<file path="config.mk">
export PLATFORM = sky130hd
export DESIGN_NAME = fm_acc_top
export DESIGN_NICKNAME = d
export VERILOG_FILES = /design/src/design/fm_acc_pkg.sv /design/src/design/fm_slot_seq.sv /design/src/design/fm_single_acc.sv /design/src/design/fm_mix_acc.sv /design/src/design/fm_acc_top.sv
export VERILOG_INCLUDE_DIRS = /design/src /design/src/design
export SDC_FILE = /design/constraint.sdc
export NUM_CORES = 1
export LEC_CHECK = 0
export CAP_MARGIN = 20
export CORE_UTILIZATION = 25
export DETAILED_ROUTE_END_ITERATION = 8
export DONT_BUFFER_PORTS = 1
export GPL_TIMING_DRIVEN = 0
export SETUP_SLACK_MARGIN = 0.5
export SYNTH_ARGS = -nofsm -noshare
export SYNTH_HDL_FRONTEND = slang
export SYNTH_SLANG_ARGS = --single-unit
</file>
<file path="constraint.sdc">
create_clock -name clk -period 5.4 [get_ports clk]
set_input_delay 0.54 -clock clk [delete_from_list [all_inputs] [get_ports clk]]
set_output_delay 0.54 -clock clk [all_outputs]
set_load 0.005 [all_outputs]
</file>
<file path="src/design/fm_acc_params.svh">
// Widths and frame length for the FM output accumulator
// Running sum must be wider than both the ADPCM inputs and the output
// Set FM_NOMIX to 1'b1 to mute the ADPCM slots
`ifndef FM_ACC_PARAMS_SVH
`define FM_ACC_PARAMS_SVH

// Signed operator result
`define FM_OP_W 14

// ADPCM samples and stereo output
`define FM_SND_W 16

// Internal running sum, saturated on overflow
`define FM_ACC_W 18

// 6 channels x 4 operators
`define FM_SLOTS 24

// ADPCM slots mixed in when low
`define FM_NOMIX 1'b0

`endif

</file>
<file path="src/design/fm_acc_pkg.sv">
// Types shared by the FM output accumulator blocks
// Operator slot codes follow the chip's S1, S3, S2, S4 order
package fm_acc_pkg;

    // Operator that owns the current time slot
    typedef enum logic [1:0] {
        S1 = 2'd0,
        S3 = 2'd1,  // Chip order, not numeric order
        S2 = 2'd2,
        S4 = 2'd3
    } op_slot_t;

    // Connection algorithm of a channel
    // Only the carrier pattern matters here
    typedef enum logic [2:0] {
        ALG0 = 3'd0,  // Serial chain, S4 out
        ALG1 = 3'd1,
        ALG2 = 3'd2,
        ALG3 = 3'd3,
        ALG4 = 3'd4,  // Two pairs, S2 and S4 out
        ALG5 = 3'd5,
        ALG6 = 3'd6,
        ALG7 = 3'd7   // All four operators out
    } alg_t;

endpackage

</file>
<file path="src/design/fm_slot_seq.sv">
// Time-slot sequencer, operator-major, channel codes 0,1,2,4,5,6
// Codes 3 and 7 never appear on cur_ch
// All outputs registered, they describe the slot sampled at the next clk_en
`timescale 1ns/1ps
`include "fm_acc_params.svh"

module fm_slot_seq (
    input  logic                 clk,
    input  logic                 rst_n,
    input  logic                 clk_en,
    output logic [2:0]           cur_ch,
    output fm_acc_pkg::op_slot_t cur_op,
    output logic                 s1_enters,
    output logic                 s2_enters,
    output logic                 s3_enters,
    output logic                 s4_enters,
    output logic                 zero,       // First slot of the frame
    output logic                 frame_end   // Last slot of the frame
);
    import fm_acc_pkg::*;

    localparam int               IDX_W = $clog2(`FM_SLOTS);
    localparam logic [IDX_W-1:0] LAST  = IDX_W'(`FM_SLOTS - 1);

    logic [IDX_W-1:0] idx;      // Linear slot index within the frame
    logic [IDX_W-1:0] idx_nxt;
    logic [2:0]       ch_nxt;
    logic             ch_wrap;  // Channel row done, step operator
    op_slot_t         op_nxt;

    // Channel step with the unused codes skipped
    always_comb begin
        ch_wrap = 1'b0;
        case (cur_ch)
            3'd0: ch_nxt = 3'd1;
            3'd1: ch_nxt = 3'd2;
            3'd2: ch_nxt = 3'd4;  // Jump over code 3
            3'd4: ch_nxt = 3'd5;
            3'd5: ch_nxt = 3'd6;
            default: begin
                ch_nxt  = 3'd0;   // Code 6 closes the row
                ch_wrap = 1'b1;
            end
        endcase
    end

    // S4 wraps back to S1 through the 2-bit add
    assign op_nxt  = ch_wrap ? op_slot_t'(cur_op + 2'd1) : cur_op;
    assign idx_nxt = (idx == LAST) ? '0 : idx + IDX_W'(1);

    always_ff @(posedge clk or negedge rst_n) begin
        if (!rst_n) begin
            idx       <= '0;
            cur_ch    <= 3'd0;
            cur_op    <= S1;
            s1_enters <= 1'b1;  // Slot 0 belongs to S1
            s2_enters <= 1'b0;
            s3_enters <= 1'b0;
            s4_enters <= 1'b0;
            zero      <= 1'b1;
            frame_end <= 1'b0;
        end else if (clk_en) begin
            idx       <= idx_nxt;
            cur_ch    <= ch_nxt;
            cur_op    <= op_nxt;
            // One-hot decode of the incoming operator
            s1_enters <= (op_nxt == S1);
            s2_enters <= (op_nxt == S2);
            s3_enters <= (op_nxt == S3);
            s4_enters <= (op_nxt == S4);
            zero      <= (idx_nxt == '0);
            frame_end <= (idx_nxt == LAST);
        end
    end

endmodule

</file>
<file path="src/design/fm_single_acc.sv">
// One channel of the stereo accumulator
// Running sum is FM_ACC_W wide and clamps instead of wrapping
// WIN and WOUT must both be below FM_ACC_W
`timescale 1ns/1ps
`include "fm_acc_params.svh"

module fm_single_acc #(
    parameter int WIN  = 16,
    parameter int WOUT = 16
) (
    input  logic                   clk,
    input  logic                   rst_n,
    input  logic                   clk_en,
    input  logic signed [WIN-1:0]  acc_in,
    input  logic                   add_en,
    input  logic                   zero,   // Frame boundary slot
    output logic signed [WOUT-1:0] snd
);
    localparam int ACC_W = `FM_ACC_W;

    logic signed [ACC_W-1:0] sum;      // Running total of the frame
    logic signed [ACC_W-1:0] in_ext;
    logic signed [ACC_W-1:0] base;
    logic signed [ACC_W:0]   total;    // One guard bit for overflow
    logic signed [ACC_W-1:0] sum_nxt;
    logic [ACC_W-WOUT:0]     sum_hi;   // Bits that must agree to fit WOUT
    logic signed [WOUT-1:0]  sum_sat;

    assign in_ext = {{(ACC_W-WIN){acc_in[WIN-1]}}, acc_in};
    assign base   = zero ? '0 : sum;  // New frame starts from nothing

    assign total = add_en ? {base[ACC_W-1], base} + {in_ext[ACC_W-1], in_ext}
                          : {base[ACC_W-1], base};

    // Clamp the running sum at the ACC_W rails
    always_comb begin
        if (total[ACC_W] != total[ACC_W-1])
            sum_nxt = {total[ACC_W], {(ACC_W-1){~total[ACC_W]}}};
        else
            sum_nxt = total[ACC_W-1:0];
    end

    // Output saturation, applied to the old total on latch
    assign sum_hi  = sum[ACC_W-1:WOUT-1];
    assign sum_sat = (&sum_hi || ~|sum_hi) ? sum[WOUT-1:0]
                                           : {sum[ACC_W-1], {(WOUT-1){~sum[ACC_W-1]}}};

    always_ff @(posedge clk or negedge rst_n) begin
        if (!rst_n) begin
            sum <= '0;
            snd <= '0;
        end else if (clk_en) begin
            sum <= sum_nxt;
            if (zero)
                snd <= sum_sat;  // Previous frame's total
        end
    end

endmodule

</file>
<file path="src/design/fm_mix_acc.sv">
// Per-slot input selection for the stereo accumulators
// Channel codes 2 and 6 lose their S1 slot to ADPCM-A and ADPCM-B
// ADPCM-B is halved to match the operator level
`timescale 1ns/1ps
`include "fm_acc_params.svh"

module fm_mix_acc (
    input  logic                        clk,
    input  logic                        rst_n,
    input  logic                        clk_en,
    input  logic signed [`FM_OP_W-1:0]  op_result,
    input  logic [1:0]                  rl,        // Bit 1 left, bit 0 right
    input  fm_acc_pkg::alg_t            alg,
    input  logic [2:0]                  cur_ch,
    input  fm_acc_pkg::op_slot_t        cur_op,
    input  logic                        s1_enters,
    input  logic                        s2_enters,
    input  logic                        s3_enters,
    input  logic                        s4_enters,
    input  logic                        zero,
    input  logic signed [`FM_SND_W-1:0] adpcm_a_l,
    input  logic signed [`FM_SND_W-1:0] adpcm_a_r,
    input  logic signed [`FM_SND_W-1:0] adpcm_b_l,
    input  logic signed [`FM_SND_W-1:0] adpcm_b_r,
    output logic signed [`FM_SND_W-1:0] left,
    output logic signed [`FM_SND_W-1:0] right
);
    import fm_acc_pkg::*;

    logic                        carrier;  // Slot output reaches the DAC
    logic                        mix_on;
    logic                        adpcm_a_slot;
    logic                        adpcm_b_slot;
    logic signed [`FM_SND_W-1:0] op_ext;
    logic signed [`FM_SND_W-1:0] in_l;
    logic signed [`FM_SND_W-1:0] in_r;
    logic                        en_l;
    logic                        en_r;

    // Carrier set per algorithm
    always_comb begin
        case (alg)
            ALG4:       carrier = s2_enters | s4_enters;
            ALG5, ALG6: carrier = s2_enters | s3_enters | s4_enters;
            ALG7:       carrier = 1'b1;
            default:    carrier = s4_enters;  // ALG0 to ALG3, S4 only
        endcase
    end

    assign op_ext       = {{(`FM_SND_W-`FM_OP_W){op_result[`FM_OP_W-1]}}, op_result};
    assign mix_on       = ~`FM_NOMIX;
    assign adpcm_a_slot = (cur_op == S1) && (cur_ch == 3'd2);
    assign adpcm_b_slot = (cur_op == S1) && (cur_ch == 3'd6);

    always_comb begin
        in_l = op_ext;
        in_r = op_ext;
        en_l = carrier & rl[1];
        en_r = carrier & rl[0];
        if (adpcm_a_slot) begin
            in_l = adpcm_a_l;        // FM value of this slot discarded
            in_r = adpcm_a_r;
            en_l = mix_on;           // Pan bits do not apply
            en_r = mix_on;
        end else if (adpcm_b_slot) begin
            in_l = adpcm_b_l >>> 1;  // Arithmetic halving
            in_r = adpcm_b_r >>> 1;
            en_l = mix_on;
            en_r = mix_on;
        end
    end

    fm_single_acc #(
        .WIN  (`FM_SND_W),
        .WOUT (`FM_SND_W)
    ) u_left (
        .clk    (clk),
        .rst_n  (rst_n),
        .clk_en (clk_en),
        .acc_in (in_l),
        .add_en (en_l),
        .zero   (zero),
        .snd    (left)
    );

    fm_single_acc #(
        .WIN  (`FM_SND_W),
        .WOUT (`FM_SND_W)
    ) u_right (
        .clk    (clk),
        .rst_n  (rst_n),
        .clk_en (clk_en),
        .acc_in (in_r),
        .add_en (en_r),
        .zero   (zero),
        .snd    (right)
    );

endmodule

</file>
<file path="src/design/fm_acc_top.sv">
// Sound-output accumulator top, fixed-rate, no back-pressure
// Source must present op_result, alg and rl for the slot on cur_ch/cur_op
// ADPCM inputs must stay steady for the whole frame
// sample_valid lasts one clk and must be taken when high
`timescale 1ns/1ps
`include "fm_acc_params.svh"

module fm_acc_top (
    input  logic                        clk,
    input  logic                        rst_n,
    input  logic                        clk_en,
    input  logic signed [`FM_OP_W-1:0]  op_result,
    input  fm_acc_pkg::alg_t            alg,
    input  logic [1:0]                  rl,
    input  logic signed [`FM_SND_W-1:0] adpcm_a_l,
    input  logic signed [`FM_SND_W-1:0] adpcm_a_r,
    input  logic signed [`FM_SND_W-1:0] adpcm_b_l,
    input  logic signed [`FM_SND_W-1:0] adpcm_b_r,
    output logic [2:0]                  cur_ch,
    output fm_acc_pkg::op_slot_t        cur_op,
    output logic signed [`FM_SND_W-1:0] left,
    output logic signed [`FM_SND_W-1:0] right,
    output logic                        sample_valid
);
    logic s1_enters;
    logic s2_enters;
    logic s3_enters;
    logic s4_enters;
    logic zero;
    logic frame_end;
    logic end_q;  // A full frame was sampled, next latch is good

    fm_slot_seq u_seq (
        .clk       (clk),
        .rst_n     (rst_n),
        .clk_en    (clk_en),
        .cur_ch    (cur_ch),
        .cur_op    (cur_op),
        .s1_enters (s1_enters),
        .s2_enters (s2_enters),
        .s3_enters (s3_enters),
        .s4_enters (s4_enters),
        .zero      (zero),
        .frame_end (frame_end)
    );

    fm_mix_acc u_mix (
        .clk       (clk),
        .rst_n     (rst_n),
        .clk_en    (clk_en),
        .op_result (op_result),
        .rl        (rl),
        .alg       (alg),
        .cur_ch    (cur_ch),
        .cur_op    (cur_op),
        .s1_enters (s1_enters),
        .s2_enters (s2_enters),
        .s3_enters (s3_enters),
        .s4_enters (s4_enters),
        .zero      (zero),
        .adpcm_a_l (adpcm_a_l),
        .adpcm_a_r (adpcm_a_r),
        .adpcm_b_l (adpcm_b_l),
        .adpcm_b_r (adpcm_b_r),
        .left      (left),
        .right     (right)
    );

    // end_q starts cleared, so the start-up latch at slot 0 is masked
    always_ff @(posedge clk or negedge rst_n) begin
        if (!rst_n) begin
            end_q        <= 1'b0;
            sample_valid <= 1'b0;
        end else begin
            sample_valid <= clk_en & end_q;  // Same edge that latches snd
            if (clk_en)
                end_q <= frame_end;
        end
    end

endmodule

</file>
==> key figures <==
Die
  • Chip width: 161 um
  • Die Span Y: ~160 um
  • Die area: 25900 sq um
  • IO Pins: 124
  • Starting Density: 0.257
  • Placeable Area: 24500 sq um
  • Row count: 57

Route
  • Drt initial violations: about 330
  • DRC viols: 0
  • Vias: 5562
  • Drt wl/cell: between 15 and 20 um
  • Final antenna-violating net count: 0
  • Drt first pass iters: 5
  • Vias per cell: 5.25
  • Routed wire length: 20000 um

STA
  • Final Hold Viols: 0
  • Setup violators final: 0
  • Fmax: roughly 210 MHz
  • Least-Margin Pin Slew: 0.909 ns
  • Worst hold margin: roughly 0.031 ns
  • Tmin final: 4.69 ns
  • RSZ-0062 raised after global routing: no
  • Fin. max-slew vios: 0
  • Fin Clk Skew: 0.00777 ns
  • Slew headroom: 0.394
  • Final period utilization: 0.869
  • Final setup margin: 0.709 ns

Synth
  • Async SR Flop Fraction: 1.00
  • Mapped Area: 6320 sq um
  • Post-synthesis cell count: slightly above 700
  • Synth Flop Type: dfrtp_1
  • Most frequent cell after synthesis: a21oi_1
  • Number of synthesis warnings: 0
  • Synthesized net count: 843
  • Ranking of synthesized cells by area: dfrtp_1, a21oi_1, ha_1
  • Largest area contributor in the netlist: dfrtp_1
  • Post-synth EDFFs: 0
  • Yosys cell types: 61
  • Synth top area share: 0.333
  • Post-synthesis sequential area ratio: 0.337
  • Syn Area/Cell: 8.81 sq um
  • Most common library cells after synthesis: a21oi_1, dfrtp_1, nand2_1
  • Synthesized flop and latch total: 85

Global route
  • Grt total ovfl: 0
  • Total Routing Usage GR: 0.158
  • Vias in the first global route: 5339
  • Largest net degree at the start of global routing: 85
  • First-pass GRT wire length: approximately 31000 um
  • Initial antenna violation count: 1

Placed design
  • Buffers on Ports: 0
  • DP Wirelength: 15800 um
  • GP Congestion: a little under 0.9
  • Pre-CTS setup slack: -0.0870 ns

Worst setup path
  • CP Capture Type: flop
  • Critical Path RT: 5.64 ns
  • CP max FO: 10
  • Critical path startpoint category: flop
  • Critical path data arrival time: around 5 ns
  • Critical path class: flop to flop

Layout
  • Layout cell share with drive strength beyond 1: 0.0667
  • Area Overhead vs Synth: 12.5%
  • Final Util: 0.290
  • Final nets: about 860

Clock network
  • Root buffer cell: clkbuf_16
  • Worst-Skew Late Latency: 0.35 ns
  • CTS tree: yes
  • Total CTS buffers: 9
  • Sinks on Clock Net: 85
  • H-tree depth: 3
  • Clk slew on worst S/H paths: ~0.060 ns
  • Clk buf depth: 2

Outcome
  • Outcome: finished, final reports clean

Hold path
  • HP Class: input pin to async pin

Run
  • Max-cap check violation count: 0

Power and ir drop
  • Max VDD drop: 0.226 mV
  • Lkg Pwr: between 0.003 and 0.004 uW
  • Power per cell area: 671 nW/um^2
[metrics by stage]
stage	total power, uW	cells	setup TNS (ns)	cell area (sq um)
after floorplan	3380	717	0	6320
after global placement	4010	1041	-1.25	6720
after detailed placement	4050	1042	-0.892	6740
after CTS	4750	1059	0	7090
after global routing	5190	1060	0	7110
final	4770	1060	0	7110
[cell type report]
| class | count | area [sq um] |
|---|---|---|
| Buffer | 46 | 203 |
| Tap cell | 324 | 405 |
| Inverter | 11 | 41.3 |
| Timing Repair Buffer | 2 | 42.5 |
| Sequential cell | 85 | 2130 |
| Antenna cell | 1 | 2.50 |
| Clock buffer | 11 | 253 |
| Fill cell | 2661 | 17400 |
| Clock inverter | 5 | 63.8 |
| Multi-Input combinational cell | 575 | 3970 |
[cells by family after synthesis]
logic type	Yosys count	share of synthesized area
AO/OA/AOI/OAI	259	0.279
XOR/XNOR	31	0.0430
adder cells (fa/ha/maj)	41	0.0832
buffers and inverters	57	0.0376
flip-flops	85	0.337
multiplexers	37	0.0598
AND/OR/NAND/NOR	207	0.160
[registers in the layout, indices dropped and copies added, names as in the netlist, 2 cells and up]
name / cells
u_mix.u_left.sum: 18
u_mix.u_right.sum: 18
u_mix.u_left.snd: 16
u_mix.u_right.snd: 16
u_seq.idx: 5
u_seq.cur_ch: 3
u_seq.cur_op: 2
[critical path, stage by stage, from the launching register on]
cell      delay [ns]
dfrtp_1         0.46
inv_1           0.15
ha_1            0.17
nand2_1         0.13
nor2_4          0.33
clkbuf_2        0.38
nor2_1          0.14
a21oi_1         0.38
ha_1            0.35
a21oi_2         0.21
o21ai_1         0.09
a221o_1         0.38
o211a_1         0.27
or4_4           0.50
a21oi_4         0.18
nor2_1          0.15
a221o_1         0.32
[power by group]
part	internal, uW	switching [uW]	leakage (uW)
combinational	1250	1630	0.00183
clock	388	278	0.000153
sequential	930	292	0.00103
total	2570	2200	0.00301
[per-layer routing]
metal,part of all wire,global-route usage
met1,0.50,0.237
met4,0.012,0.0360
met2,0.42,0.226
met5,0,0
met3,0.069,0.0393
[cells in the final DEF, fill, tap and decap left out, types with 30 or more instances in the layout]
cell,count
nor2b_1,44
mux2i_1,31
ha_1,38
clkbuf_1,34
a21oi_1,96
o31ai_1,30
nand2_1,63
nor2_1,49
dfrtp_1,84
[final timing paths]
kind	start	to	slack [ns]	cells after the start
min in group clk	end_q	sample_valid	0.50	1
hold / removal	rst_n	u_seq.zero	0.03	0
max in group asynchronous	rst_n	u_mix.u_right.snd[14]	4.97	1
hold reg to reg	end_q	sample_valid	0.50	1
setup reg to reg	u_seq.cur_op[0]	u_mix.u_right.sum[14]	0.71	16
setup / recovery	u_seq.cur_op[0]	u_mix.u_right.sum[14]	0.71	16
[repair_timing]
item                                    4_1_cts  5_1_grt
endpoints found under the setup margin       35       21
endpoints found under the hold margin        84        0
gates cloned                                  0        0
gates resized for setup                       5        5
hold buffers                                  1        0
buffers inserted                              0        0
(Power assumes the default switching activity.)
